==> src/rtl/vec_consts.svh <==
`ifndef VEC_CONSTS_SVH
`define VEC_CONSTS_SVH

// unit geometry
`define VEC_LANES 4
`define VEC_REGS 8
`define VEC_ELEMS 16
`define VEC_ELEM_W 32

// rows each lane bank holds per register
`define VEC_ROWS (`VEC_ELEMS / `VEC_LANES)

// apb register window offsets
`define VEC_OFS_INSTR 8'h00
`define VEC_OFS_STATUS 8'h04
`define VEC_OFS_SCALAR 8'h08
`define VEC_OFS_ELEM_SEL 8'h10
`define VEC_OFS_ELEM_DATA 8'h14

`endif

==> src/rtl/vec_types_pkg.sv <==
`include "vec_consts.svh"

package vec_types_pkg;

   // data side widths
   typedef logic [`VEC_ELEM_W-1:0] vec_elem_t;
   typedef logic [$clog2(`VEC_REGS)-1:0] vreg_idx_t;
   typedef logic [$clog2(`VEC_ROWS)-1:0] vrow_t;
   typedef logic [$clog2(`VEC_ELEMS)-1:0] elem_idx_t;
   typedef logic [7:0] apb_addr_t;

   // one bit or one element per lane
   typedef logic [`VEC_LANES-1:0] lane_mask_t;
   typedef vec_elem_t [`VEC_LANES-1:0] lane_data_t;

   // read request, same row from two registers in every lane
   typedef struct packed {
      vreg_idx_t reg_a;
      vreg_idx_t reg_b;
      vrow_t     row;
   } lane_rd_t;

   // write request with a per-lane enable
   typedef struct packed {
      lane_mask_t en;
      vreg_idx_t  vreg;
      vrow_t      row;
      lane_data_t data;
   } lane_wr_t;

endpackage

==> src/rtl/vec_isa_pkg.sv <==
package vec_isa_pkg;

   import vec_types_pkg::*;

   // opcodes 8 to 15 are illegal
   typedef enum logic [3:0] {
      VADD   = 4'd0,
      VSUB   = 4'd1,
      VAND   = 4'd2,
      VOR    = 4'd3,
      VXOR   = 4'd4,
      VMUL   = 4'd5,
      VADDX  = 4'd6,
      VSPLAT = 4'd7
   } vec_op_e;

   // low 16 bits of the INSTR register, opcode in the lsbs
   typedef struct packed {
      logic [2:0] spare;
      vreg_idx_t  vs2;
      vreg_idx_t  vs1;
      vreg_idx_t  vd;
      logic [3:0] opcode;
   } vec_instr_t;

   typedef struct packed {
      logic [15:0] done_cnt;
      logic [13:0] rsvd;
      logic        illegal;
      logic        busy;
   } vec_status_t;

   typedef enum logic [2:0] {
      st_idle,
      st_issue,
      st_drain,
      st_elem_rd,
      st_elem_wr
   } ctrl_state_e;

   // single element access from the host
   typedef struct packed {
      logic      valid;
      logic      write;
      vreg_idx_t vreg;
      elem_idx_t elem;
      vec_elem_t wdata;
   } elem_req_t;

endpackage

==> src/rtl/lane_alu.sv <==
`timescale 1ns/1ps

module lane_alu
   import vec_types_pkg::*;
   import vec_isa_pkg::*;
(
   input  logic      pclk,
   input  vec_op_e   op,
   input  vec_elem_t a,
   input  vec_elem_t b,
   input  vec_elem_t scalar,
   output vec_elem_t res
);

   vec_elem_t res_next;

   // a is vs1, b is vs2, all results wrap
   always_comb
   begin
      case (op)
         VADD:
            res_next = a + b;
         VSUB:
            res_next = a - b;
         VAND:
            res_next = a & b;
         VOR:
            res_next = a | b;
         VXOR:
            res_next = a ^ b;
         // low half of the product
         VMUL:
            res_next = a * b;
         VADDX:
            res_next = a + scalar;
         VSPLAT:
            res_next = scalar;
         default:
            res_next = '0;
      endcase
   end

   always_ff @(posedge pclk)
   begin
      res <= res_next;
   end

endmodule

==> config.mk <==
export PLATFORM = sky130hd
export DESIGN_NAME = lane_alu
export DESIGN_NICKNAME = d
export VERILOG_FILES = /design/src/rtl/vec_types_pkg.sv /design/src/rtl/vec_isa_pkg.sv /design/src/rtl/lane_alu.sv
export VERILOG_INCLUDE_DIRS = /design/src /design/src/rtl
export SDC_FILE = /design/constraint.sdc
export NUM_CORES = 1
export LEC_CHECK = 0
export ABC_AREA = 1
export BUFFER_PORTS_ARGS = -buffer_cell sky130_fd_sc_hd__buf_2
export CAP_MARGIN = 10
export CORE_MARGIN = 5
export CORE_UTILIZATION = 59
export CTS_CLUSTER_DIAMETER = 60
export DETAILED_ROUTE_END_ITERATION = 10
export PLACE_DENSITY_LB_ADDON = 0.15
export SYNTH_ARGS = -nofsm -noshare
export SYNTH_HDL_FRONTEND = slang
export SYNTH_SLANG_ARGS = --single-unit
==> constraint.sdc <==
create_clock -name pclk -period 5.8 [get_ports pclk]
set_input_delay 0.29 -clock pclk [delete_from_list [all_inputs] [get_ports pclk]]
set_output_delay 0.29 -clock pclk [all_outputs]
set_load 0.03 [all_outputs]
Word level (Yosys, flattened, before mapping)
Index checks and enable logic that the tools add are counted.
- bits in registers: 32
- input port bits: 101
- output and inout bits: 32
- logic and storage cells: 17
- add/subtract/negate cells: 3
- $mul: 1
- equality and inequality tests: 7
- muxes and demuxes: 1
- bitwise logic cells: 3
- reduce and logical (&&, ||, !) cells: 1
- operators by type and width (operator ; number):
    32-bit case mux with 8 select lines ; 1
    32-bit adder ; 2
    32-bit bitwise AND ; 1
    32-bit by 32-bit multiplier with 32-bit output ; 1
    32-bit OR ; 1
    32-bit subtractor ; 1
    32-bit bitwise XOR ; 1
    4-bit by 3-bit == test with 1-bit output (second input constant) ; 4
    4-bit by 2-bit == test with 1-bit output (second input constant) ; 2
    4-bit by 1-bit == test with 1-bit output (second input constant) ; 1
    4-bit zero test ; 1

Longest topological paths before layout
- word-level depth: 2
- depth in mapped cells: 34
- depth with buffers taken out: 32

Least setup slack after synthesis
OpenSTA, ideal clock, no wires.
- path kind: input to register
- start: input b[3]
- end: register res[31]
- setup time: 0.114 ns
- arrival time: 6.287 ns
- data required time: 5.686 ns
- setup slack: -0.601 ns
- stages: 27
- buffers on the path: 2
- cell sequence: clkbuf_1 buf_1 nand2_1 inv_1 fa_1 inv_1 fa_1 fa_1 fa_1 inv_1 fa_1 inv_1 fa_1 inv_1 fa_1 fa_1 ha_1 a21oi_1 o21ai_0 a21oi_1 nand3_1 nand2_1 o211ai_1 a21oi_1 nand3_1 nand3_1 nand2_1
- word-level cells in the longest chain between the ends: 2
- elaborated cells on any way between the ends: 4
- classes of those cells: add/sub: 2; mul: 1; mux: 1
- ends and longest elaborated chain (element ; line ; RTL):
    from (decl) ; lane_alu.sv:10 ; input vec_elem_t b,
    32-bit by 32-bit multiplier with 32-bit output, or another cell as far along ; lane_alu.sv:33 ; res_next = a * b;
    32-bit case mux with 8 select lines (*) ; lane_alu.sv:20 ; case (op)
    net res_next[31] ; lane_alu.sv:15 ; vec_elem_t res_next;
    to (signal assigned) ; lane_alu.sv:45 ; res <= res_next;
    to (decl) ; lane_alu.sv:12 ; output vec_elem_t res
The timed path passes the listed nets; every way through them passes the cells marked *.

Worst setup path in the final report
- start: input a[11]
- end: register res[31]
- word-level cells in the longest chain between the ends: 2
- elaborated cells on any way between the ends: 5
- classes of those cells: add/sub: 3; mul: 1; mux: 1
- ends and longest elaborated chain (element ; line ; RTL):
    from (decl) ; lane_alu.sv:9 ; input vec_elem_t a,
    32-bit by 32-bit multiplier with 32-bit output, or another cell as far along ; lane_alu.sv:33 ;
    32-bit case mux with 8 select lines (*) ; lane_alu.sv:20 ;
    net res_next[31] ; lane_alu.sv:15 ;
Marks and branches as above.

==> metrics.log <==
[metrics] setup repair after global routing missed its margin: true
[metrics] longest individual stage delay on the worst path: 0.61 ns
[metrics] required time of the critical path: 5.99 ns
[metrics] category of the worst setup path launch point: input pin
[metrics] Final nets: 4272
[metrics] Crit path arrival time: 6.74 ns
[metrics] number of design-rule violations left by the first detailed-router iteration: 2493
[metrics] row count: 71
[metrics] grt ovf: 0
[metrics] count of buffers from port buffering: 132
[metrics] final worst-path setup slack: -0.746 ns
[metrics] number of global-route vias before repair: 23349
[metrics] layout cells sized above 1: 20.1%
[metrics] CP max FO: 9
[metrics] yosys synthesis warning count: 0
[metrics] hold slack: 0.255 ns
[metrics] minimum period implied by the final worst setup slack: 6.55 ns
[metrics] synthesis-to-finish area growth: 23.0%
[metrics] count of endpoints failing setup in the final report: 20
[metrics] post-detailed-routing wire length: 89.6 mm
[metrics] Most flops, register: res
[metrics] slew at the pin closest to its max-slew limit: 1.15 ns
[metrics] horizontal die dimension: 206 um
[metrics] timing-limited maximum frequency: 153 MHz
[metrics] total standard cell area after synthesis: 22600 um^2
[metrics] number of flip-flops in the largest register: 32
[metrics] final setup TNS: -7.16 ns
[metrics] Slew Limit Headroom: 22.7%
[metrics] hold depth: 3
[metrics] Total GRT Usage: 41.6%
[metrics] full die area: 42200 um^2
[metrics] number of hold buffers added after CTS: 0
[metrics] Clock Tree Buf Depth: 2
[metrics] clock buffer count from CTS: 5
[metrics] critical setup path kind: in2reg
[metrics] number of design rule violations left after detail routing: 0
[metrics] clock root cell: sky130_fd_sc_hd__clkbuf_16
[metrics] core region area: 37700 um^2
[metrics] ports placed on the boundary: 133
[metrics] post-synthesis average cell area: 7.00 um^2
[metrics] die extent in y: 206 um
[metrics] number of instances in the synthesized netlist: 3220
[metrics] clock edge transition at the registers on the reported setup and hold paths: 0.07 ns
[metrics] count of cell types in the netlist: 54
[metrics] average wire length per cell after detail routing: 22.1 um
[metrics] Final Cycle Share: 113%
[metrics] first-pass GRT wire length: 133 mm
[metrics] status: finished, violations left
[metrics] kind of capture point of the worst setup path: flop
[metrics] number of antenna violations at the first check in global routing: 3
[metrics] Hold Fails Final Rpt: 0
[metrics] count of TritonRoute iterations in the first routing pass: 7
[metrics] DPL Wire Length: 71.7 mm
[metrics] most common cell type on the critical path: sky130_fd_sc_hd__fa_1
[metrics] clock tree from TritonCTS: built
[metrics] sequential cell area fraction in the yosys report: 2.84%
[metrics] path category of the worst min-delay check: in2reg
[metrics] Synthesized Nets: 3949
[metrics] top flop regs: res: 32 flops
[metrics] failing checks: negative setup slack
[metrics] Via Count: 23233
[metrics] starting density of the core: 59.9%
[metrics] # clock sinks: 32
[metrics] slowest stage cell, crit path: sky130_fd_sc_hd__fa_1
[metrics] synthesis-stage register bit count: 32
[metrics] antenna-violating nets left: 0
[metrics] count of max-cap constraint violations: 0
[metrics] maximum number of pins on one net before global-route repair: 33
[metrics] average vias per placed instance: 5.73
[metrics] Most used DFF post-synth: sky130_fd_sc_hd__dfxtp_1
[metrics] total number of H-tree levels: 2
[metrics] EDFF count, synth: 0
[metrics] Final Slew Violations: 0
[metrics] fraction of synthesis flops using an asynchronous set or reset pin: 0%
[metrics] final weighted congestion in routability-driven placement: 1.06
==> worst max-delay path, delay by kind of cell <==
family / cells / cell delay (ns)
buf+inv: 8 / 0.91
fa+ha+maj: 9 / 3.81
simple gates: 9 / 0.95
compound gates: 3 / 0.74
==> per-stage QoR <==
stage	setup WS, ns	util [%]	instance area, um^2	instances
6_report	-0.746	73.6	27700	4058
5_1_grt	-0.805	73.6	27700	4055
4_1_cts	-0.374	72.1	27100	4037
3_5_place_dp	-1.21	68.2	25700	4004
3_3_place_gp	-1.14	68.2	25700	4004
2_1_floorplan	-0.254	-	23100	3220
==> metal layers <==
metal	vias to the layer above	wire length (um)	part of all wire [%]	track usage, %
met4	6	7200	8.0	24.1
met2	1562	39200	44	64.5
met5	-	42	0.047	0
met3	410	10900	12	8.79
met1	11066	32200	36	54.1
li1	10189	-	-	-
==> cell families (layout without fill, tap and decap cells) <==
family / Yosys count / count (layout) / synth area share (%)
simple gates: 1180 / 1180 / 21.5
buf+inv: 1039 / 1363 / 17.6
fa+ha+maj: 628 / 628 / 48.5
compound gates: 314 / 314 / 8.57
flops: 32 / 32 / 2.84
xor+xnor: 27 / 27 / 1.05
other cells: 0 / 3 / 0
==> cells in the mapped netlist, types with 13 or more instances <==
cell	count	area [um^2]
sky130_fd_sc_hd__inv_1	886	3330
sky130_fd_sc_hd__nand2_1	860	3230
sky130_fd_sc_hd__fa_1	409	8190
sky130_fd_sc_hd__ha_1	219	2740
sky130_fd_sc_hd__nand3_1	134	671
sky130_fd_sc_hd__nor2_1	98	368
sky130_fd_sc_hd__o21ai_0	98	490
sky130_fd_sc_hd__clkbuf_1	87	327
sky130_fd_sc_hd__a21oi_1	76	380
sky130_fd_sc_hd__a221oi_1	34	298
sky130_fd_sc_hd__buf_2	32	160
sky130_fd_sc_hd__dfxtp_1	32	641
sky130_fd_sc_hd__nor3_1	27	135
sky130_fd_sc_hd__a31oi_1	25	156
sky130_fd_sc_hd__buf_1	19	71.3
sky130_fd_sc_hd__xor2_1	18	158
sky130_fd_sc_hd__a21o_1	14	105
sky130_fd_sc_hd__or2_2	14	87.6
sky130_fd_sc_hd__a21boi_0	13	97.6
==> placed cells by master (no fill, tap or decap), types with 55 or more instances in the layout <==
| cell | Yosys | routed |
|---|---|---|
| sky130_fd_sc_hd__inv_1 | 886 | 862 |
| sky130_fd_sc_hd__nand2_1 | 860 | 830 |
| sky130_fd_sc_hd__o21ai_0 | 98 | 83 |
| sky130_fd_sc_hd__buf_4 | 0 | 285 |
| sky130_fd_sc_hd__ha_1 | 219 | 179 |
| sky130_fd_sc_hd__nand3_1 | 134 | 116 |
| sky130_fd_sc_hd__fa_1 | 409 | 376 |
| sky130_fd_sc_hd__buf_2 | 32 | 96 |
| sky130_fd_sc_hd__nor2_1 | 98 | 88 |
| sky130_fd_sc_hd__a21oi_1 | 76 | 55 |
==> path summary, 6_finish.rpt <==
path | slack (ns) | end | start
worst max-delay path | -0.75 | res[31] | a[11]
worst min-delay path | 0.25 | res[0] | scalar[0]
==> what timing repair did <==
action,in CTS,in global routing
setup buffers,28,18
cloned,1,1
pin swaps,132,68
gates resized for setup,266,102
setup endpoints to repair,22,22
==> area by class of cell <==
cell class	count	area [um^2]
multi-input combinational	2149	19100
timing repair buffer	460	3800
inverter	895	3360
antenna	3	7.51
tap	511	639
sequential	32	641
fill	2893	9940
clock buffer	6	129
clock inverter	2	35.0
Power is left out: the tool's default activity adds up to more than one toggle a clock period on the data nets, which glitch-free logic cannot reach.
