File: src/rtl/vec_consts.svh
`ifndef VEC_CONSTS_SVH
`define VEC_CONSTS_SVH

// unit geometry
`define VEC_LANES 4
`define VEC_REGS 8
`define VEC_ELEMS 16
`define VEC_ELEM_W 32

// rows each lane bank holds per register
`define VEC_ROWS (`VEC_ELEMS / `VEC_LANES)

// apb register window offsets
`define VEC_OFS_INSTR 8'h00
`define VEC_OFS_STATUS 8'h04
`define VEC_OFS_SCALAR 8'h08
`define VEC_OFS_ELEM_SEL 8'h10
`define VEC_OFS_ELEM_DATA 8'h14

`endif

File: src/rtl/vec_types_pkg.sv
`include "vec_consts.svh"

package vec_types_pkg;

   // data side widths
   typedef logic [`VEC_ELEM_W-1:0] vec_elem_t;
   typedef logic [$clog2(`VEC_REGS)-1:0] vreg_idx_t;
   typedef logic [$clog2(`VEC_ROWS)-1:0] vrow_t;
   typedef logic [$clog2(`VEC_ELEMS)-1:0] elem_idx_t;
   typedef logic [7:0] apb_addr_t;

   // one bit or one element per lane
   typedef logic [`VEC_LANES-1:0] lane_mask_t;
   typedef vec_elem_t [`VEC_LANES-1:0] lane_data_t;

   // read request, same row from two registers in every lane
   typedef struct packed {
      vreg_idx_t reg_a;
      vreg_idx_t reg_b;
      vrow_t     row;
   } lane_rd_t;

   // write request with a per-lane enable
   typedef struct packed {
      lane_mask_t en;
      vreg_idx_t  vreg;
      vrow_t      row;
      lane_data_t data;
   } lane_wr_t;

endpackage

File: src/rtl/vec_isa_pkg.sv
package vec_isa_pkg;

   import vec_types_pkg::*;

   // opcodes 8 to 15 are illegal
   typedef enum logic [3:0] {
      VADD   = 4'd0,
      VSUB   = 4'd1,
      VAND   = 4'd2,
      VOR    = 4'd3,
      VXOR   = 4'd4,
      VMUL   = 4'd5,
      VADDX  = 4'd6,
      VSPLAT = 4'd7
   } vec_op_e;

   // low 16 bits of the INSTR register, opcode in the lsbs
   typedef struct packed {
      logic [2:0] spare;
      vreg_idx_t  vs2;
      vreg_idx_t  vs1;
      vreg_idx_t  vd;
      logic [3:0] opcode;
   } vec_instr_t;

   typedef struct packed {
      logic [15:0] done_cnt;
      logic [13:0] rsvd;
      logic        illegal;
      logic        busy;
   } vec_status_t;

   typedef enum logic [2:0] {
      st_idle,
      st_issue,
      st_drain,
      st_elem_rd,
      st_elem_wr
   } ctrl_state_e;

   // single element access from the host
   typedef struct packed {
      logic      valid;
      logic      write;
      vreg_idx_t vreg;
      elem_idx_t elem;
      vec_elem_t wdata;
   } elem_req_t;

endpackage

File: src/rtl/apb_vec_regs.sv
`timescale 1ns/1ps
`include "vec_consts.svh"

module apb_vec_regs
   import vec_types_pkg::*;
   import vec_isa_pkg::*;
(
   input  logic        pclk,
   input  logic        rst,
   input  logic        psel,
   input  logic        penable,
   input  logic        pwrite,
   input  apb_addr_t   paddr,
   input  vec_elem_t   pwdata,
   output vec_elem_t   prdata,
   output logic        pready,
   output logic        pslverr,
   output logic        instr_start,
   output vec_instr_t  instr,
   output vec_elem_t   scalar,
   output elem_req_t   elem_req,
   input  logic        elem_ack,
   input  vec_elem_t   elem_rdata,
   input  logic        busy,
   input  vec_status_t status
);

   logic      acc;
   logic      is_instr;
   logic      is_status;
   logic      is_scalar;
   logic      is_sel;
   logic      is_data;
   logic      mapped;
   logic      err;
   vreg_idx_t sel_vreg;
   elem_idx_t sel_elem;

   assign acc = psel & penable;

   // offset decode
   assign is_instr  = (paddr == `VEC_OFS_INSTR);
   assign is_status = (paddr == `VEC_OFS_STATUS);
   assign is_scalar = (paddr == `VEC_OFS_SCALAR);
   assign is_sel    = (paddr == `VEC_OFS_ELEM_SEL);
   assign is_data   = (paddr == `VEC_OFS_ELEM_DATA);
   assign mapped    = is_instr | is_status | is_scalar | is_sel | is_data;

   // refused while an instruction runs
   assign err = !mapped
              | (busy & pwrite & (is_instr | is_scalar | is_data))
              | (busy & !pwrite & is_data);

   // element data waits for the controller, everything else is immediate
   assign pready  = acc & (err | !is_data | elem_ack);
   assign pslverr = acc & err;

   assign instr_start = acc & pwrite & is_instr & !err;
   assign instr       = vec_instr_t'(pwdata[$bits(vec_instr_t)-1:0]);

   // valid drops in the ack cycle so the request is not taken twice
   assign elem_req.valid = acc & is_data & !err & !elem_ack;
   assign elem_req.write = pwrite;
   assign elem_req.vreg  = sel_vreg;
   assign elem_req.elem  = sel_elem;
   assign elem_req.wdata = pwdata;

   always_ff @(posedge pclk)
   begin
      if (rst)
      begin
         sel_vreg <= '0;
         sel_elem <= '0;
      end
      else if (acc && pwrite && is_sel && !err)
      begin
         // element in the low bits, register just above
         sel_elem <= pwdata[$bits(elem_idx_t)-1:0];
         sel_vreg <= pwdata[$bits(elem_idx_t) +: $bits(vreg_idx_t)];
      end
   end

   always_ff @(posedge pclk)
   begin
      if (acc && pwrite && is_scalar && !err)
         scalar <= pwdata;
   end

   // read mux, INSTR reads back as zero
   always_comb
   begin
      prdata = '0;
      if (is_status)
         prdata = vec_elem_t'(status);
      else if (is_scalar)
         prdata = scalar;
      else if (is_sel)
         prdata = vec_elem_t'({sel_vreg, sel_elem});
      else if (is_data)
         prdata = elem_rdata;
   end

   // master must hold the transfer while we stretch pready
   a_apb_stable: assert property (@(posedge pclk) disable iff (rst)
      (psel && penable && !pready) |=> (psel && $stable(paddr) && $stable(pwrite)));

endmodule

File: config.mk
export PLATFORM = sky130hd
export DESIGN_NAME = apb_vec_regs
export DESIGN_NICKNAME = d
export VERILOG_FILES = /design/src/rtl/vec_types_pkg.sv /design/src/rtl/vec_isa_pkg.sv /design/src/rtl/apb_vec_regs.sv
export VERILOG_INCLUDE_DIRS = /design/src /design/src/rtl
export SDC_FILE = /design/constraint.sdc
export NUM_CORES = 1
export LEC_CHECK = 0
export BUFFER_PORTS_ARGS = -buffer_cell sky130_fd_sc_hd__buf_4
export CORE_AREA = 2 2 95 97
export CTS_CLUSTER_SIZE = 30
export DETAILED_ROUTE_END_ITERATION = 7
export DIE_AREA = 0 0 97 99
export PLACE_DENSITY_LB_ADDON = 0.12
export SYNTH_ARGS = -nofsm -noshare
export SYNTH_HDL_FRONTEND = slang
export SYNTH_SLANG_ARGS = --single-unit
export TNS_END_PERCENT = 20
File: constraint.sdc
create_clock -name pclk -period 4.3 [get_ports pclk]
set_input_delay 0 -clock pclk [delete_from_list [all_inputs] [get_ports pclk]]
set_output_delay 0 -clock pclk [all_outputs]
set_load 0.03 [all_outputs]
# After elaboration in Yosys (flattened, before gate mapping)
# Cells that the tools add are included.
dict set report word_totals {
  register_bits 39
  out_inout_bits 124
  input_bits 111
  word_cells 45
}
dict set report op_classes {
  bitwise 23
  n_eq_ne 4
  muxes 4
  reduce_logical 11
}
# operator n
set op_table {}
lappend op_table {{$mux 32} 4}
lappend op_table {{$eq 8x5->1 const B} 2}
lappend op_table {{$and 1x1->1} 13}
lappend op_table {{$or 1x1->1} 10}
lappend op_table {{$eq 8x3->1 const B} 1}
lappend op_table {{$eq 8x4->1 const B} 1}
lappend op_table {{$logic_not 8->1} 1}
lappend op_table {{$logic_and 1x1->1} 5}
lappend op_table {{$logic_not 1->1} 5}

# Longest topological paths before layout
dict set report depth {
  word_depth 11
  mapped_depth 6
}

# Worst setup path after synthesis
# Ideal clock, no wire load.
dict set report synth_timing {
  path_kind {input port to flip-flop}
  from {input paddr[4]}
  to {register scalar[0] (enable)}
  t_arrival_ns 4.030
  setup_time_ns 0.513
  t_required_ns 3.787
  path_slack_ns -0.243
  stages 4
  path_cell_list {buf_2 -> nor4_1 -> nand3_1 -> nor4b_1}
}
dict set report synth_between {
  elab_chain_cells 10
}
# element line_no
set synth_lines {}
lappend synth_lines {{start: declaration} apb_vec_regs.sv:13} ;# input apb_addr_t paddr,
lappend synth_lines {{$eq 8x3->1 (no line) or $logic_not 8->1 (tied branches)} n/a}
lappend synth_lines {{$or 1x1->1 (4 in series)} apb_vec_regs.sv:47} ;# assign mapped = is_instr | is_status | is_scalar | is_sel | is_data;
lappend synth_lines {{$logic_not 1->1} apb_vec_regs.sv:50} ;# assign err = !mapped
lappend synth_lines {{$or 1x1->1} apb_vec_regs.sv:51} ;# | (busy & pwrite & (is_instr | is_scalar | is_data))
lappend synth_lines {{$or 1x1->1} apb_vec_regs.sv:52} ;# | (busy & !pwrite & is_data);
lappend synth_lines {{$logic_not 1->1} apb_vec_regs.sv:85} ;# if (acc && pwrite && is_scalar && !err)
lappend synth_lines {{$logic_and 1x1->1 (*)} apb_vec_regs.sv:85}
lappend synth_lines {{end signal: assignment} apb_vec_regs.sv:86} ;# scalar <= pwdata;
lappend synth_lines {{end: declaration} apb_vec_regs.sv:20} ;# output vec_elem_t scalar,
# Every way passes the cells marked *; elsewhere a longest branch is shown, timed or not.
# A chain may end at the register's enable or synchronous reset.

# Worst setup path after layout
dict set report layout_timing {
  from {input paddr[3]}
  to {output prdata[19]}
}
dict set report layout_between {
  elab_chain_cells 5
}
# element line_no
set layout_lines {}
lappend layout_lines {{$eq 8x5->1 (no line)} n/a}
lappend layout_lines {{$mux 32} apb_vec_regs.sv:99} ;# else if (is_data)
lappend layout_lines {{$mux 32} apb_vec_regs.sv:97} ;# else if (is_sel)
lappend layout_lines {{$mux 32} apb_vec_regs.sv:95} ;# else if (is_scalar)
lappend layout_lines {{$mux 32 (*)} apb_vec_regs.sv:93} ;# if (is_status)
lappend layout_lines {{end: declaration} apb_vec_regs.sv:15} ;# output vec_elem_t prdata,
# Marks and branches as above.

==> flow_summary.json <==
{
  "status": "finished clean",
  "root_buffer": "clkbuf_8",
  "postCtsSetupRepairBufs": 0,
  "synth.cell_area_um2": 2520,
  "place_congestion": 0.749,
  "htreeDepth": 2,
  "crit_arrival_ns": 2.17,
  "crit_fanout": 25,
  "skew_ns": 0,
  "fp.dieH_um": 99,
  "clk_latency_ns": 0.29,
  "cts_buffers": 5,
  "initial_core_util": 0.295,
  "wl_mm": 9.71,
  "path_clk_slew_ns": 0.07,
  "vias": 2730,
  "worstMarginPinSlew_ns": 1.18,
  "synth-main-ff-cell": "edfxtp_1",
  "worst_ep_required_time_ns": 4.30,
  "grt_pass1_wl_mm": 14.3,
  "synthCells": 229,
  "min_period_ns": 2.17,
  "placed_area_um2": 4040,
  "power_leakage_nw": 2.10,
  "synth_edf_count": 32,
  "start_kind": "input pin",
  "final_area_um2": 4440,
  "avgSynthCellArea_um2": 11.0,
  "hold_class": "in -> reg",
  "cts_sinks": 39,
  "drt_iter0_drc": 92,
  "slew_headroom": 0.207,
  "rsz0062_at_grt": "no",
  "die_w_um": 97,
  "drive_gt1_frac": 0.563,
  "io_buffers": 234,
  "max_stage_delay_ns": 0.94,
  "hold_path_depth": 3,
  "crit_type": "in -> out",
  "drc": 0,
  "final_common_cell": "buf_4",
  "finalSetupTns_ns": 0,
  "grt_max_degree": 26,
  "clockBufferDepth": 2,
  "cp-end-kind": "primary output",
  "crit_chain": "buf_4 > or4b_4 > nor3_4 > a221o_1 > buf_4",
  "vdd_drop_max_mv": 0.113,
  "clock.fmax_mhz": 462,
  "rows": 34,
  "nets": 554,
  "async_reset_ff_frac": 0,
  "n_antenna_cell": 0,
  "yosysUniqueCellTypes": 35,
  "crit_slowest_cell": "nor3_4",
  "grt_pass1_vias": 2681,
  "dr.pass1.iters": 5,
  "synth_warnings": 0,
  "crit_top_cell": "buf_4",
  "dieArea_um2": 9600,
  "reg2reg_depth": 2,
  "antenna_found_initial": 0,
  "hold_viol_final": 0,
  "cts_tree": "built",
  "grt_overflow": 0,
  "coreArea_um2": 8550,
  "area_growth_pct": 75.7,
  "setup_viol_count_final": 0,
  "finalCritPeriodShare": 0.504,
  "powerDensity_nw_per_um2": 199,
  "ant_nets": 0,
  "wl_per_cell_um": 17.6,
  "drv_cap": 0,
  "io_pins": 235,
  "synth_nets": 340,
  "dp_hpwl_mm": 7.44,
  "fill_cells": 780,
  "synth-seq-area-share": 0.436,
  "grt_usage": 0.190,
  "slew_viol_final": 0,
  "drt-vias-per-instance": 4.95,
  "layout_common_cells": "buf_4 (237), dlygate4sd3_1 (32), edfxtp_1 (32), and3_1 (27), a221o_1 (25)",
  "synth-seq-cells": 39
}
worst max-delay path: cells and delay by family:
kind | cells | cell delay (ns)
and+or+nand+nor | 2 | 1.50
buffers and inverters | 2 | 0.32
AOI/OAI and AO/OA | 1 | 0.34
final cells by class:
type	count	area, µm²	share of cell area
clock buffers	7	76.3	0.0172
multi-input cells	126	1010	0.228
inverters	2	7.51	0.00169
clock inverters	1	5.00	0.00113
repair buffers	269	2100	0.473
well taps	108	135	0.0305
flip-flops and latches	39	1100	0.248
per-layer routing:
layer / global-route usage / part of all wire
met1: 0.223 / 0.38
met2: 0.344 / 0.53
met3: 0.0482 / 0.077
met4: 0.0531 / 0.015
met5: 0 / 0
through the flow:
stage | hold WS, ns | setup slack [ns] | util | total power, mW | std cells
6_report | 0.0818 | 2.13 | 0.519 | 0.883 | 552
5_1_grt | 0.0927 | 2.01 | 0.519 | 0.922 | 552
4_1_cts | 0.0740 | 2.22 | 0.519 | 0.895 | 552
3_5_place_dp | 0.190 | 1.95 | 0.472 | 0.637 | 512
3_3_place_gp | 0.189 | 2.01 | 0.472 | 0.635 | 512
2_1_floorplan | 0.0989 | 1.35 | - | 0.532 | 229
logic make-up (layout without fill, tap and decap cells):
kind of cell | after synthesis | count (layout) | synth area share
AOI/OAI and AO/OA | 47 | 47 | 0.163
buffers and inverters | 64 | 279 | 0.176
DFF | 39 | 39 | 0.436
muxes | 7 | 7 | 0.0278
and+or+nand+nor | 72 | 72 | 0.198
path summary, 6_finish.rpt:
path | slack [ns] | endpoint | startpoint
min reg2reg | 0.51 | sel_elem[3]$_SDFFE_PP0P_ | sel_elem[3]$_SDFFE_PP0P_
min | 0.08 | sel_vreg[1]$_SDFFE_PP0P_ | rst
max | 2.13 | prdata[19] | paddr[3]
max reg2reg | 3.50 | sel_elem[0]$_SDFFE_PP0P_ | sel_elem[0]$_SDFFE_PP0P_
synth_stat cells (3+ instances only):
| master | count | area share |
|---|---|---|
| a221o_1 | 25 | 0.099 |
| a22oi_1 | 10 | 0.030 |
| and3_1 | 27 | 0.067 |
| buf_2 | 4 | 0.0079 |
| buf_4 | 51 | 0.15 |
| clkbuf_1 | 6 | 0.0089 |
| dfxtp_1 | 7 | 0.055 |
| edfxtp_1 | 32 | 0.38 |
| mux2i_1 | 7 | 0.028 |
| nand2_1 | 3 | 0.0045 |
| nand2b_1 | 8 | 0.020 |
| nand3_1 | 4 | 0.0079 |
| nor2_1 | 3 | 0.0045 |
| nor2b_1 | 4 | 0.0099 |
| nor4_1 | 3 | 0.0074 |
| o22ai_1 | 5 | 0.012 |
| or2b_1 | 6 | 0.018 |
sequential cells by signal, indices dropped and copies added (netlist names):
register,count
sel_vreg,3
scalar,32
sel_elem,4
report_power, final:
group / internal [mW] / switching [mW] / total (mW)
logic: 0.127 / 0.116 / 0.243
clock network: 0.114 / 0.119 / 0.232
registers: 0.408 / 0.0000227 / 0.408
repair_timing:
| item | CTS | global route |
|---|---|---|
| hold buffers | 32 | 0 |
| resized for setup | 0 | 0 |
| hold endpoints to repair | 37 | 0 |
No activity file was read; power rests on OpenSTA's default activity.
