### config.mk
export PLATFORM = sky130hd
export DESIGN_NAME = vector_ctrl
export DESIGN_NICKNAME = d
export VERILOG_FILES = /design/src/rtl/vec_types_pkg.sv /design/src/rtl/vec_isa_pkg.sv /design/src/rtl/vector_ctrl.sv
export VERILOG_INCLUDE_DIRS = /design/src /design/src/rtl
export SDC_FILE = /design/constraint.sdc
export NUM_CORES = 1
export LEC_CHECK = 0
export ABC_AREA = 1
export BUFFER_PORTS_ARGS = -buffer_cell sky130_fd_sc_hd__buf_2
export CAP_MARGIN = 40
export CORE_AREA = 2 2 230 232
export CTS_CLUSTER_DIAMETER = 40
export DETAILED_ROUTE_END_ITERATION = 6
export DIE_AREA = 0 0 232 234
export PLACE_DENSITY = 0.34
export REMOVE_ABC_BUFFERS = 1
export SLEW_MARGIN = 20
export SYNTH_ARGS = -nofsm -noshare
export SYNTH_HDL_FRONTEND = slang
export SYNTH_SLANG_ARGS = --single-unit
export TNS_END_PERCENT = 30
### constraint.sdc
create_clock -name pclk -period 3.5 [get_ports pclk]
set_clock_uncertainty 0.2 [all_clocks]
set_input_delay 0.35 -clock pclk [delete_from_list [all_inputs] [get_ports pclk]]
set_output_delay 0.35 -clock pclk [all_outputs]
set_load 0.005 [all_outputs]
### src/rtl/vec_consts.svh
`ifndef VEC_CONSTS_SVH
`define VEC_CONSTS_SVH

// unit geometry
`define VEC_LANES 4
`define VEC_REGS 8
`define VEC_ELEMS 16
`define VEC_ELEM_W 32

// rows each lane bank holds per register
`define VEC_ROWS (`VEC_ELEMS / `VEC_LANES)

// apb register window offsets
`define VEC_OFS_INSTR 8'h00
`define VEC_OFS_STATUS 8'h04
`define VEC_OFS_SCALAR 8'h08
`define VEC_OFS_ELEM_SEL 8'h10
`define VEC_OFS_ELEM_DATA 8'h14

`endif

### src/rtl/vec_types_pkg.sv
`include "vec_consts.svh"

package vec_types_pkg;

   // data side widths
   typedef logic [`VEC_ELEM_W-1:0] vec_elem_t;
   typedef logic [$clog2(`VEC_REGS)-1:0] vreg_idx_t;
   typedef logic [$clog2(`VEC_ROWS)-1:0] vrow_t;
   typedef logic [$clog2(`VEC_ELEMS)-1:0] elem_idx_t;
   typedef logic [7:0] apb_addr_t;

   // one bit or one element per lane
   typedef logic [`VEC_LANES-1:0] lane_mask_t;
   typedef vec_elem_t [`VEC_LANES-1:0] lane_data_t;

   // read request, same row from two registers in every lane
   typedef struct packed {
      vreg_idx_t reg_a;
      vreg_idx_t reg_b;
      vrow_t     row;
   } lane_rd_t;

   // write request with a per-lane enable
   typedef struct packed {
      lane_mask_t en;
      vreg_idx_t  vreg;
      vrow_t      row;
      lane_data_t data;
   } lane_wr_t;

endpackage

### src/rtl/vec_isa_pkg.sv
package vec_isa_pkg;

   import vec_types_pkg::*;

   // opcodes 8 to 15 are illegal
   typedef enum logic [3:0] {
      VADD   = 4'd0,
      VSUB   = 4'd1,
      VAND   = 4'd2,
      VOR    = 4'd3,
      VXOR   = 4'd4,
      VMUL   = 4'd5,
      VADDX  = 4'd6,
      VSPLAT = 4'd7
   } vec_op_e;

   // low 16 bits of the INSTR register, opcode in the lsbs
   typedef struct packed {
      logic [2:0] spare;
      vreg_idx_t  vs2;
      vreg_idx_t  vs1;
      vreg_idx_t  vd;
      logic [3:0] opcode;
   } vec_instr_t;

   typedef struct packed {
      logic [15:0] done_cnt;
      logic [13:0] rsvd;
      logic        illegal;
      logic        busy;
   } vec_status_t;

   typedef enum logic [2:0] {
      st_idle,
      st_issue,
      st_drain,
      st_elem_rd,
      st_elem_wr
   } ctrl_state_e;

   // single element access from the host
   typedef struct packed {
      logic      valid;
      logic      write;
      vreg_idx_t vreg;
      elem_idx_t elem;
      vec_elem_t wdata;
   } elem_req_t;

endpackage

### src/rtl/vector_ctrl.sv
`timescale 1ns/1ps
`include "vec_consts.svh"

module vector_ctrl
   import vec_types_pkg::*;
   import vec_isa_pkg::*;
(
   input  logic        pclk,
   input  logic        rst,
   input  logic        instr_start,
   input  vec_instr_t  instr,
   input  vec_elem_t   scalar,
   input  elem_req_t   elem_req,
   output logic        elem_ack,
   output vec_elem_t   elem_rdata,
   output logic        busy,
   output vec_status_t status,
   output lane_rd_t    lane_rd,
   output vec_op_e     alu_op,
   output vec_elem_t   alu_scalar,
   input  lane_data_t  rd_data,
   input  lane_data_t  alu_res,
   output lane_wr_t    lane_wr
);

   localparam int    LANE_W   = $clog2(`VEC_LANES);
   localparam vrow_t LAST_ROW = vrow_t'(`VEC_ROWS - 1);

   ctrl_state_e       state;
   vec_instr_t        cur_instr;
   vrow_t             issue_row;
   logic [1:0]        wb_vld;
   vrow_t [1:0]       wb_row;
   vreg_idx_t [1:0]   wb_vd;
   logic              illegal;
   logic [15:0]       done_cnt;
   logic              rd_ack;
   vec_elem_t         rd_hold;
   logic              op_legal;
   logic [LANE_W-1:0] elem_lane;
   vrow_t             elem_row;

   assign op_legal = (instr.opcode <= 4'(VSPLAT));

   // element e sits in lane e mod lanes, row e div lanes
   assign elem_lane = elem_req.elem[LANE_W-1:0];
   assign elem_row  = vrow_t'(elem_req.elem >> LANE_W);

   always_ff @(posedge pclk)
   begin
      if (rst)
      begin
         state     <= st_idle;
         issue_row <= '0;
         wb_vld    <= '0;
         illegal   <= 1'b0;
         done_cnt  <= '0;
         rd_ack    <= 1'b0;
      end
      else
      begin
         rd_ack <= 1'b0;
         wb_vld <= {wb_vld[0], state == st_issue};
         case (state)
            st_idle:
               if (instr_start)
               begin
                  illegal   <= !op_legal;
                  issue_row <= '0;
                  if (op_legal)
                     state <= st_issue;
               end
               else if (elem_req.valid)
                  state <= elem_req.write ? st_elem_wr : st_elem_rd;
            st_issue:
            begin
               issue_row <= issue_row + 1'b1;
               if (issue_row == LAST_ROW)
                  state <= st_drain;
            end
            // done once the last row lands
            st_drain:
               if (wb_vld[1] && wb_row[1] == LAST_ROW)
               begin
                  state    <= st_idle;
                  done_cnt <= done_cnt + 1'b1;
               end
            st_elem_rd:
            begin
               rd_ack <= 1'b1;
               state  <= st_idle;
            end
            default:
               state <= st_idle;
         endcase
      end
   end

   // two-deep write-back shift matching bank read plus alu register
   always_ff @(posedge pclk)
   begin
      if (state == st_idle && instr_start && op_legal)
         cur_instr <= instr;
      wb_row <= {wb_row[0], issue_row};
      wb_vd  <= {wb_vd[0], cur_instr.vd};
      if (state == st_elem_rd)
         rd_hold <= rd_data[elem_lane];
   end

   assign busy       = (state == st_issue) || (state == st_drain);
   assign elem_ack   = (state == st_elem_wr) || rd_ack;
   assign elem_rdata = rd_hold;
   assign alu_op     = vec_op_e'(cur_instr.opcode);
   assign alu_scalar = scalar;

   always_comb
   begin
      status          = '0;
      status.busy     = busy;
      status.illegal  = illegal;
      status.done_cnt = done_cnt;
   end

   // bank follows the selected element outside row issue
   always_comb
   begin
      if (state == st_issue)
      begin
         lane_rd.reg_a = cur_instr.vs1;
         lane_rd.reg_b = cur_instr.vs2;
         lane_rd.row   = issue_row;
      end
      else
      begin
         lane_rd.reg_a = elem_req.vreg;
         lane_rd.reg_b = elem_req.vreg;
         lane_rd.row   = elem_row;
      end
   end

   always_comb
   begin
      lane_wr.en   = '0;
      lane_wr.vreg = wb_vd[1];
      lane_wr.row  = wb_row[1];
      lane_wr.data = alu_res;
      if (state == st_elem_wr)
      begin
         // host write touches one lane only
         lane_wr.en[elem_lane] = 1'b1;
         lane_wr.vreg          = elem_req.vreg;
         lane_wr.row           = elem_row;
         lane_wr.data          = {`VEC_LANES{elem_req.wdata}};
      end
      else if (wb_vld[1])
         lane_wr.en = '1;
   end

   // element traffic only while no instruction runs
   a_no_elem_busy: assert property (@(posedge pclk) disable iff (rst)
      !((elem_req.valid || elem_ack) && busy));

   a_idle_no_wr: assert property (@(posedge pclk) disable iff (rst)
      (state == st_idle) |-> (lane_wr.en == '0));

endmodule

======== Yosys cells after proc, flatten, opt, wreduce, memory -nomap -nowiden ========
Cells that the tools add are included.
storage, ports and cells
  flip-flop bits (word level) ............. 80
  latch bits .............................. 0
  RAM bits ................................ 0
  memory bits (read-only) ................. 0
  output and inout bits ................... 247
  word-level logic and storage cells ...... 62
  memories ................................ 0
operators by class
  add/subtract/negate cells ............... 2
  multipliers ............................. 0
  div/mod/pow operators ................... 0
  order comparisons ....................... 3
  equality and inequality tests ........... 11
  shift operators ......................... 0
  muxes and demuxes ....................... 18
  bitwise gates (word level) .............. 0
  reduce and logical (&&, ||, !) cells .... 13
operators with widths
  cell                   count
  $mux 133               1
  $bmux 32 s2            1
  $mux 32                1
  $mux 3                 6
  $add 16x1->16 const B  1
  $pmux 3 s3             1
  $mux 4                 2
  $mux 8                 1
  $eq 3x2->1 const B     2
  $ne 3x3->1 const B     2
  $reduce_and 2->1       3
  $eq 2x2->1 const B     2
  $le 4x3->1 const B     1
  $logic_and 1x1->1      4
  $ne 2x2->1 const B     2
  $pmux 2 s2             1
  $reduce_and 4->1       1
  $eq 3x1->1 const B     1
  $eq 3x3->1 const B     1
  $logic_not 3->1        1
  $lt 2x3->1 const B     1
  $add 2x1->2 const B    1
  $demux 1 s2            1
  $ge 2x1->1 const B     1
  other kinds (6)        8

======== Longest topological paths before layout ========
Gate-level depths: netlist of run 1.
  word-level depth ........................ 5
  gate-level depth with buffers ........... 9
  gate-level depth less buffers ........... 9

======== Worst setup path after synthesis of run 1 ========
OpenSTA, ideal clock, no wires.
  path type ............................... register to register
  start ................................... reg state[0]
  end ..................................... reg rd_hold[0], in the netlist elem_rdata[0], enable pin
  library setup time ...................... 0.421 ns
  arrival ................................. 1.900 ns
  setup slack ............................. 0.979 ns
  cell stages (with the launch flop) ...... 3
  period minus slack after synthesis ...... 2.521 ns
  cells stage by stage .................... dfxtp_1 inv_2 nor2_1
on the way
  cells in the longest elaborated chain, start to end .. 1
RTL lines
  element                   line                RTL
  start: declaration        vector_ctrl.sv:29   ctrl_state_e state;
  start signal: assignment  vector_ctrl.sv:53   state <= st_idle;
  start signal: assignment  vector_ctrl.sv:71   state <= st_issue;
  start signal: assignment  vector_ctrl.sv:74   state <= elem_req.write ? st_elem_wr : st_elem_rd;
  $eq 3x2->1                vector_ctrl.sv:106  if (state == st_elem_rd)
  end signal: assignment    vector_ctrl.sv:107  rd_hold <= rd_data[elem_lane];
  end: declaration          vector_ctrl.sv:38   vec_elem_t rd_hold;
Every way passes these cells.
A chain may end at the register's enable or synchronous reset.

==> results of run 1 <==
[repair_timing]
item / in CTS / in global routing
setup endpoints to repair: 0 / 0
hold buffers: 13 / 0
endpoints found under the hold margin: 13 / 0
[cells in the final DEF (no fill, tap or decap), types with 8 or more instances in the layout]
cell           Yosys  layout
a21oi_1            8       8
a22oi_1           32      32
buf_2             11     513
clkbuf_16          0      10
conb_1             1      14
dfxtp_1           35      35
dlygate4sd3_1      0      13
edfxtp_1          45      45
inv_1             30      30
nand2_1          364     363
nand3_1          106     106
nor2_1            46      44
[area by class of cell]
| type | count | area [µm²] | area share (%) |
|---|---|---|---|
| Multi-Input combinational cell | 614 | 2750 | 30.82 |
| Clock buffer | 12 | 269.0 | 3.015 |
| Clock inverter | 4 | 25.02 | 0.2805 |
| Inverter | 36 | 135.1 | 1.515 |
| Tap cell | 688 | 860.8 | 9.648 |
| Sequential cell | 80 | 2052 | 23.00 |
| Timing Repair Buffer | 537 | 2830 | 31.72 |
[power by group through the flow]
stage                     combinational [mW]  sequential, mW  clock [mW]
after floorplan                        0.519            1.18           0
after global placement                  1.29            1.18           0
after detailed placement                1.29            1.19           0
after CTS                               1.31            1.17        1.08
after global routing                    1.42            1.18        1.10
final                                   1.26            1.16       0.999
[Yosys cell counts]
library cell  number
nand2_1          364
nand3_1          106
buf_4             68
nor2_1            46
edfxtp_1          45
dfxtp_1           35
a22oi_1           32
inv_1             30
buf_2             11
clkbuf_1          10
a21oi_1            8
nand2_2            7
o21ai_0            7
inv_2              5
nand4_1            5
nand3_2            3
o21ai_1            3
buf_1              2
buf_6              2
ha_1               2
nand2_4            2
nor2_2             2
nor2_4             2
nor3_1             2
o21bai_1           2
o31ai_1            2
a211oi_1           1
clkinv_1           1
conb_1             1
nor2_8             1
nor3_2             1
o21ai_2            1
or2_1              1
[worst max path at each step]
stage | from | to | slack [ns] | depth (start not counted)
2_1_floorplan | state[0] | elem_ack | -0.96 | 4
3_3_place_gp | state[0] | lane_wr[86] | 0.97 | 7
3_5_place_dp | state[0] | lane_wr[86] | 0.95 | 7
4_1_cts | state[0] | lane_wr[86] | 0.49 | 7
5_1_grt | state[0] | lane_wr[86] | 0.44 | 7
6_report | state[0] | lane_wr[86] | 0.69 | 7
[metal layers]
metal / track usage, % / up-vias / routed length [µm] / share of wire (%)
li1: - / 3507 / - / -
met3: 4.596 / 27 / 3108 / 9.8
met4: 3.325 / 2 / 624 / 2.0
met5: 0.1786 / - / 13 / 0.041
met2: 19.50 / 374 / 15430 / 49
met1: 12.43 / 3228 / 12640 / 40
[cells by family (layout without fill, tap and decap cells)]
kind of cell / Yosys count / count (layout)
fa+ha+maj: 2 / 2
compound gates: 56 / 56
flops: 80 / 80
simple gates: 542 / 542
buf+inv: 129 / 589
other cells: 1 / 14
[flip-flops by register name, indices dropped and copies added (netlist names), 3 cells and up]
name,count
elem_rdata,32
alu_op,4
cur_instr,9
wb_vd,6
done_cnt,16
state,3
wb_row,4
[metrics by stage]
stage	std cells	hold WS [ns]	setup slack (ns)
6_report	1971	0.05132	0.6928
5_1_grt	1971	0.02670	0.4357
3_3_place_gp	1941	0.1108	0.9654
2_1_floorplan	730	0.1096	-0.9600
3_5_place_dp	1942	0.1138	0.9537
4_1_cts	1971	0.01547	0.4946
==> results by group, run 1 <==
Clocking
  • H-tree Lvls: 3
  • Post-CTS Setup Bufs: 0
  • PostCTS Resize Cnt: 0
  • Reg clk slew, reported paths: about 0.060 ns
  • Worst-Skew Late Latency: around 0.38 ns
  • CTS root buf: clkbuf_16
  • Clock Tree Buf Depth: 2
  • CTS sink cnt: 80
  • CTS tree: built
  • CTS Buf Count: 9

Synth
  • Post-synth top area share: about a quarter
  • Synthesized area: 5504 µm²
  • Simple-gate share of the synthesized area: between 40 and 50%
  • Area contributors post-synth: nand2_1 25%, edfxtp_1 25%, dfxtp_1 13%
  • Post-synthesis mux area share: 0%
  • Synth area leader: nand2_1
  • Mean Syn Cell Area: between 6 and 7 µm²
  • Post-synth cell types: 33
  • Seq/Total Area, Yosys: a little under two fifths
  • Number of synthesized register bits: 80
  • Yosys Warn Count: 0
  • Post-Synth XOR/XNOR Area: 0%
  • Adder-cell area share of the yosys netlist: less than 1%
  • Post-synthesis compound-gate area fraction: 6.842%
  • Syn Inst Count: 810
  • Main combinational cell family by area after synthesis: simple AND/OR/NAND/NOR gates

Detailed routing
  • Routed vias: 7138
  • Pre-antenna DRT Iters: 4
  • Routed len/inst: about 16 µm
  • Detailed-route DRC error count: 0
  • WL final: ~32000 µm
  • Initial drt markers: about 250
  • Vias per cell: 3.622
  • Antenna Nets Post-Route: 0

Pwr
  • Switch share: 36.23%
  • Clock share of power: 29.1%
  • Comb pwr share: between 30% and 40%
  • Internal: 2.186 mW
  • Overall power: around 3.4 mW
  • Peak VDD IR: approximately 0.16 mV
  • Net switching power: approximately 1.2 mW
  • LEAKAGE: ~5 nW
  • Register share of total power: around 34%
  • Pwr per Cell Area: between 300 and 400 nW/µm²

Worst setup path
  • WP buf/inv: 3
  • R2R cell count: 7
  • CP Capture Type: output port
  • R2R Setup Slk: about 1.7 ns
  • Crit start category: flop
  • Worst path max stage delay: about 0.44 ns
  • CP delay by family, top: buffers and inverters
  • Required time of the worst setup path: between 2 and 3 ns
  • WS Path Type: reg2out
  • CP Max Fanout: 21
  • Most common cell on crit path: nand2_1
  • Crit-path slowest cell: inv_2
  • CP cell instances: nor2_1, nand2_4, inv_2, buf_12, nand2_1, nand2_1, buf_2
  • Worst r2r src: done_cnt[0]
  • Critical path data arrival time: around 2.3 ns
  • FF-to-FF End: done_cnt[12]

Floorplan
  • Die W: approximately 230 µm
  • Die ar.: 54290 µm²
  • Core area: 52020 µm²
  • Die height: between 200 and 250 µm
  • Initial Util: between 10% and 20%
  • Number of core rows: 84
  • Io pins: between 500 and 600

Outcome
  • Outcome: finished clean

Layout
  • Antenna diodes: 0
  • Final core utilization: between 10% and 20%
  • Nets: ~1600
  • Synthesis-to-layout area growth: 62.11%
  • Filler Cells Inserted: approximately 6100
  • Layout cells sized above 1: about 44%
  • Post-Layout Inst Area: ~8900 µm²

Timing
  • Fmax: between 300 and 400 MHz
  • Fin Setup TNS: 0 ns
  • Max Slew Vio Count: 0
  • Period utilisation layout: 80.21%
  • Worst slew pin tran: about 0.70 ns
  • Minimum clock period: ~2.8 ns
  • Final Hold Vio Count: 0
  • RSZ-0062 raised after global routing: false
  • Max-Slew Margin vs Limit: around 53%
  • Final-report setup violation count: 0

Place
  • IO buf count: 513
  • Post-Place Cell Area: 8498 µm²
  • RD Place Congestion: about 0.78
  • DP Wirelength: around 26000 µm

Worst hold path
  • Min-delay worst type: in2reg
  • Worst Min Path Start: rst
  • Hold endpoint: issue_row[0]
  • WHS Path Cells: 2

Job
  • MaxCap Viol Count: 0

Global route
  • Vias in the first global route: about 7000
  • GRT Overall Usage: between 10% and 20%
  • First-pass GRT wire length: roughly 44000 µm
  • Initial antenna violation count: 1
  • Largest net degree at the start of global routing: 138
  • Overflow left after global routing: 0
(Power assumes the default switching activity.)
==> run 2, diff against run 1 <==
clock period = 2.7 ns   (was 3.5 ns; I/O delays follow)
==> results by group, run 2 (synthesized netlist as in run 1, its figures left out) <==
Outcome
  • Outcome: finished clean

Timing
  • Fin Setup TNS: 0 ns
  • Final Hold Vio Count: 0
  • Period utilisation layout: between 90% and 100%
  • Minimum clock period: 2.540 ns
  • RSZ-0062 raised after global routing: false
  • Max Slew Vio Count: 0
  • Final-report setup violation count: 0
  • Worst slew pin tran: 0.6053 ns
  • Max-Slew Margin vs Limit: roughly 59%
  • Fmax: 393.8 MHz

Layout
  • Final core utilization: approximately 19%
  • Layout cells sized above 1: 42.21%
  • Commonest cells after routing, fill and taps aside: 513 x buf_2, 362 x nand2_1, 106 x nand3_1
  • Antenna diodes: 0
  • Synthesis-to-layout area growth: 75.43%
  • Leading cell type in the layout, fill and taps excluded: buf_2
  • Filler Cells Inserted: around 6000
  • Nets: 1700
  • Max FFs per register: 32

Global route
  • Overflow left after global routing: 0
  • First-pass GRT wire length: roughly 44000 µm
  • Vias in the first global route: 7207
  • GRT Overall Usage: roughly 11%
  • Largest net degree at the start of global routing: 73
  • Initial antenna violation count: 0

Worst setup path
  • R2R Setup Slk: 0.92 ns
  • CP Max Fanout: 37
  • Most common cell on crit path: nand2_1
  • WS Path Type: reg2out
  • CP cell instances: nor2_1, nand2_4, inv_2, buf_12, nand2_1, nand2_1, buf_2
  • R2R cell count: 7
  • Crit start category: flop
  • Crit-path slowest cell: dfxtp_1
  • CP Capture Type: output port
  • Critical path data arrival time: 2.07 ns
  • FF-to-FF End: done_cnt[12]
  • Required time of the worst setup path: 2.23 ns
  • Worst r2r src: done_cnt[0]
  • Worst path max stage delay: about 0.38 ns

Job
  • MaxCap Viol Count: 0

Place
  • RD Place Congestion: slightly above 0.8
  • DP Wirelength: ~26000 µm
  • IO buf count: approximately 510

Detailed routing
  • Initial drt markers: 239
  • Pre-antenna DRT Iters: 4
  • Routed vias: ~7400
  • Routed len/inst: between 15 and 20 µm
  • Vias per cell: between 3 and 4
  • Detailed-route DRC error count: 0
  • Antenna Nets Post-Route: 0
  • WL final: 32010 µm

Clocking
  • Post-CTS Setup Bufs: 0
  • H-tree Lvls: 3
  • CTS sink cnt: 80
  • CTS tree: built
  • Reg clk slew, reported paths: around 0.07 ns
  • Worst-Skew Late Latency: ~0.38 ns
  • CTS Buf Count: 9
  • CTS root buf: clkbuf_16
  • Clock Tree Buf Depth: 2

Floorplan
  • Number of core rows: 84
  • Die height: 234 µm
  • Core area: 52020 µm²
  • Die W: ~230 µm
  • Io pins: slightly below 600
  • Die ar.: between 50000 and 60000 µm²
  • Initial Util: a little over a tenth

Worst hold path
  • WHS Path Cells: 3
  • Min-delay worst type: in2reg
  • Hold endpoint: elem_rdata[11]
  • Worst Min Path Start: rd_data[43]

Pwr
  • LEAKAGE: 5.249 nW
  • Pwr per Cell Area: ~470 nW/µm²
  • Peak VDD IR: about 0.2 mV
-- run 2: what timing repair did --
item                                   CTS  global route
hold buffers                            82             0
endpoints found under the hold margin   47             0
setup endpoints to repair                0            63
gates resized for setup                  0             4
-- run 2: worst max-delay path: cells and delay by family, from the launching register on --
| family | cells | cell delay [ns] |
|---|---|---|
| buffers and inverters | 3 | 0.56 |
| flip-flops | 1 | 0.38 |
| AND/OR/NAND/NOR | 4 | 0.70 |
-- run 2: per-stage QoR --
stage / hold slack (ns) / area (µm²) / setup WS, ns / power, mW / cells
6_report: 0.02558 / 9656 / 0.1604 / 4.522 / 2043
3_3_place_gp: 0.1108 / 8513 / 0.4930 / 3.209 / 1944
3_5_place_dp: 0.1132 / 8513 / 0.4776 / 3.212 / 1944
2_1_floorplan: 0.1096 / 4920 / -1.680 / 2.206 / 730
4_1_cts: 0.0004460 / 9612 / 0.02576 / 4.658 / 2042
5_1_grt: 0.01608 / 9656 / 0.03805 / 4.879 / 2043
-- run 2: power breakdown --
part	total, mW	switching [mW]	internal, mW
Clock	1.24	0.610	0.635
Sequential	1.51	0.0650	1.44
Combinational	1.77	0.983	0.785
-- run 2: worst max path at each step --
stage | startpoint | end | slack [ns] | cells after the start
after global placement | state[0] | lane_wr[86] | 0.49 | 7
after detailed placement | state[0] | lane_wr[86] | 0.48 | 7
after global routing | state[1] | lane_wr[46] | 0.04 | 7
after floorplan | state[0] | elem_ack | -1.68 | 4
final | state[1] | lane_wr[46] | 0.16 | 7
after CTS | state[0] | lane_wr[86] | 0.03 | 7
-- run 2: metal layers --
layer / up-vias / track usage, % / part of all wire (%)
li1: 3649 / - / -
met1: 3389 / 12.13 / 40
met2: 367 / 20.07 / 50
met3: 19 / 4.195 / 9.5
met4: 0 / 2.825 / 1.0
met5: - / 0.1786 / 0
-- run 2: area by class of cell --
class | count | area [µm²] | share of cell area, %
Clock buffer | 9 | 225.2 | 2.333
Clock inverter | 7 | 52.55 | 0.5443
Inverter | 36 | 135.1 | 1.400
Multi-Input combinational cell | 614 | 2753 | 28.51
Sequential cell | 80 | 2053 | 21.26
Tap cell | 688 | 860.8 | 8.915
Timing Repair Buffer | 609 | 3576 | 37.04
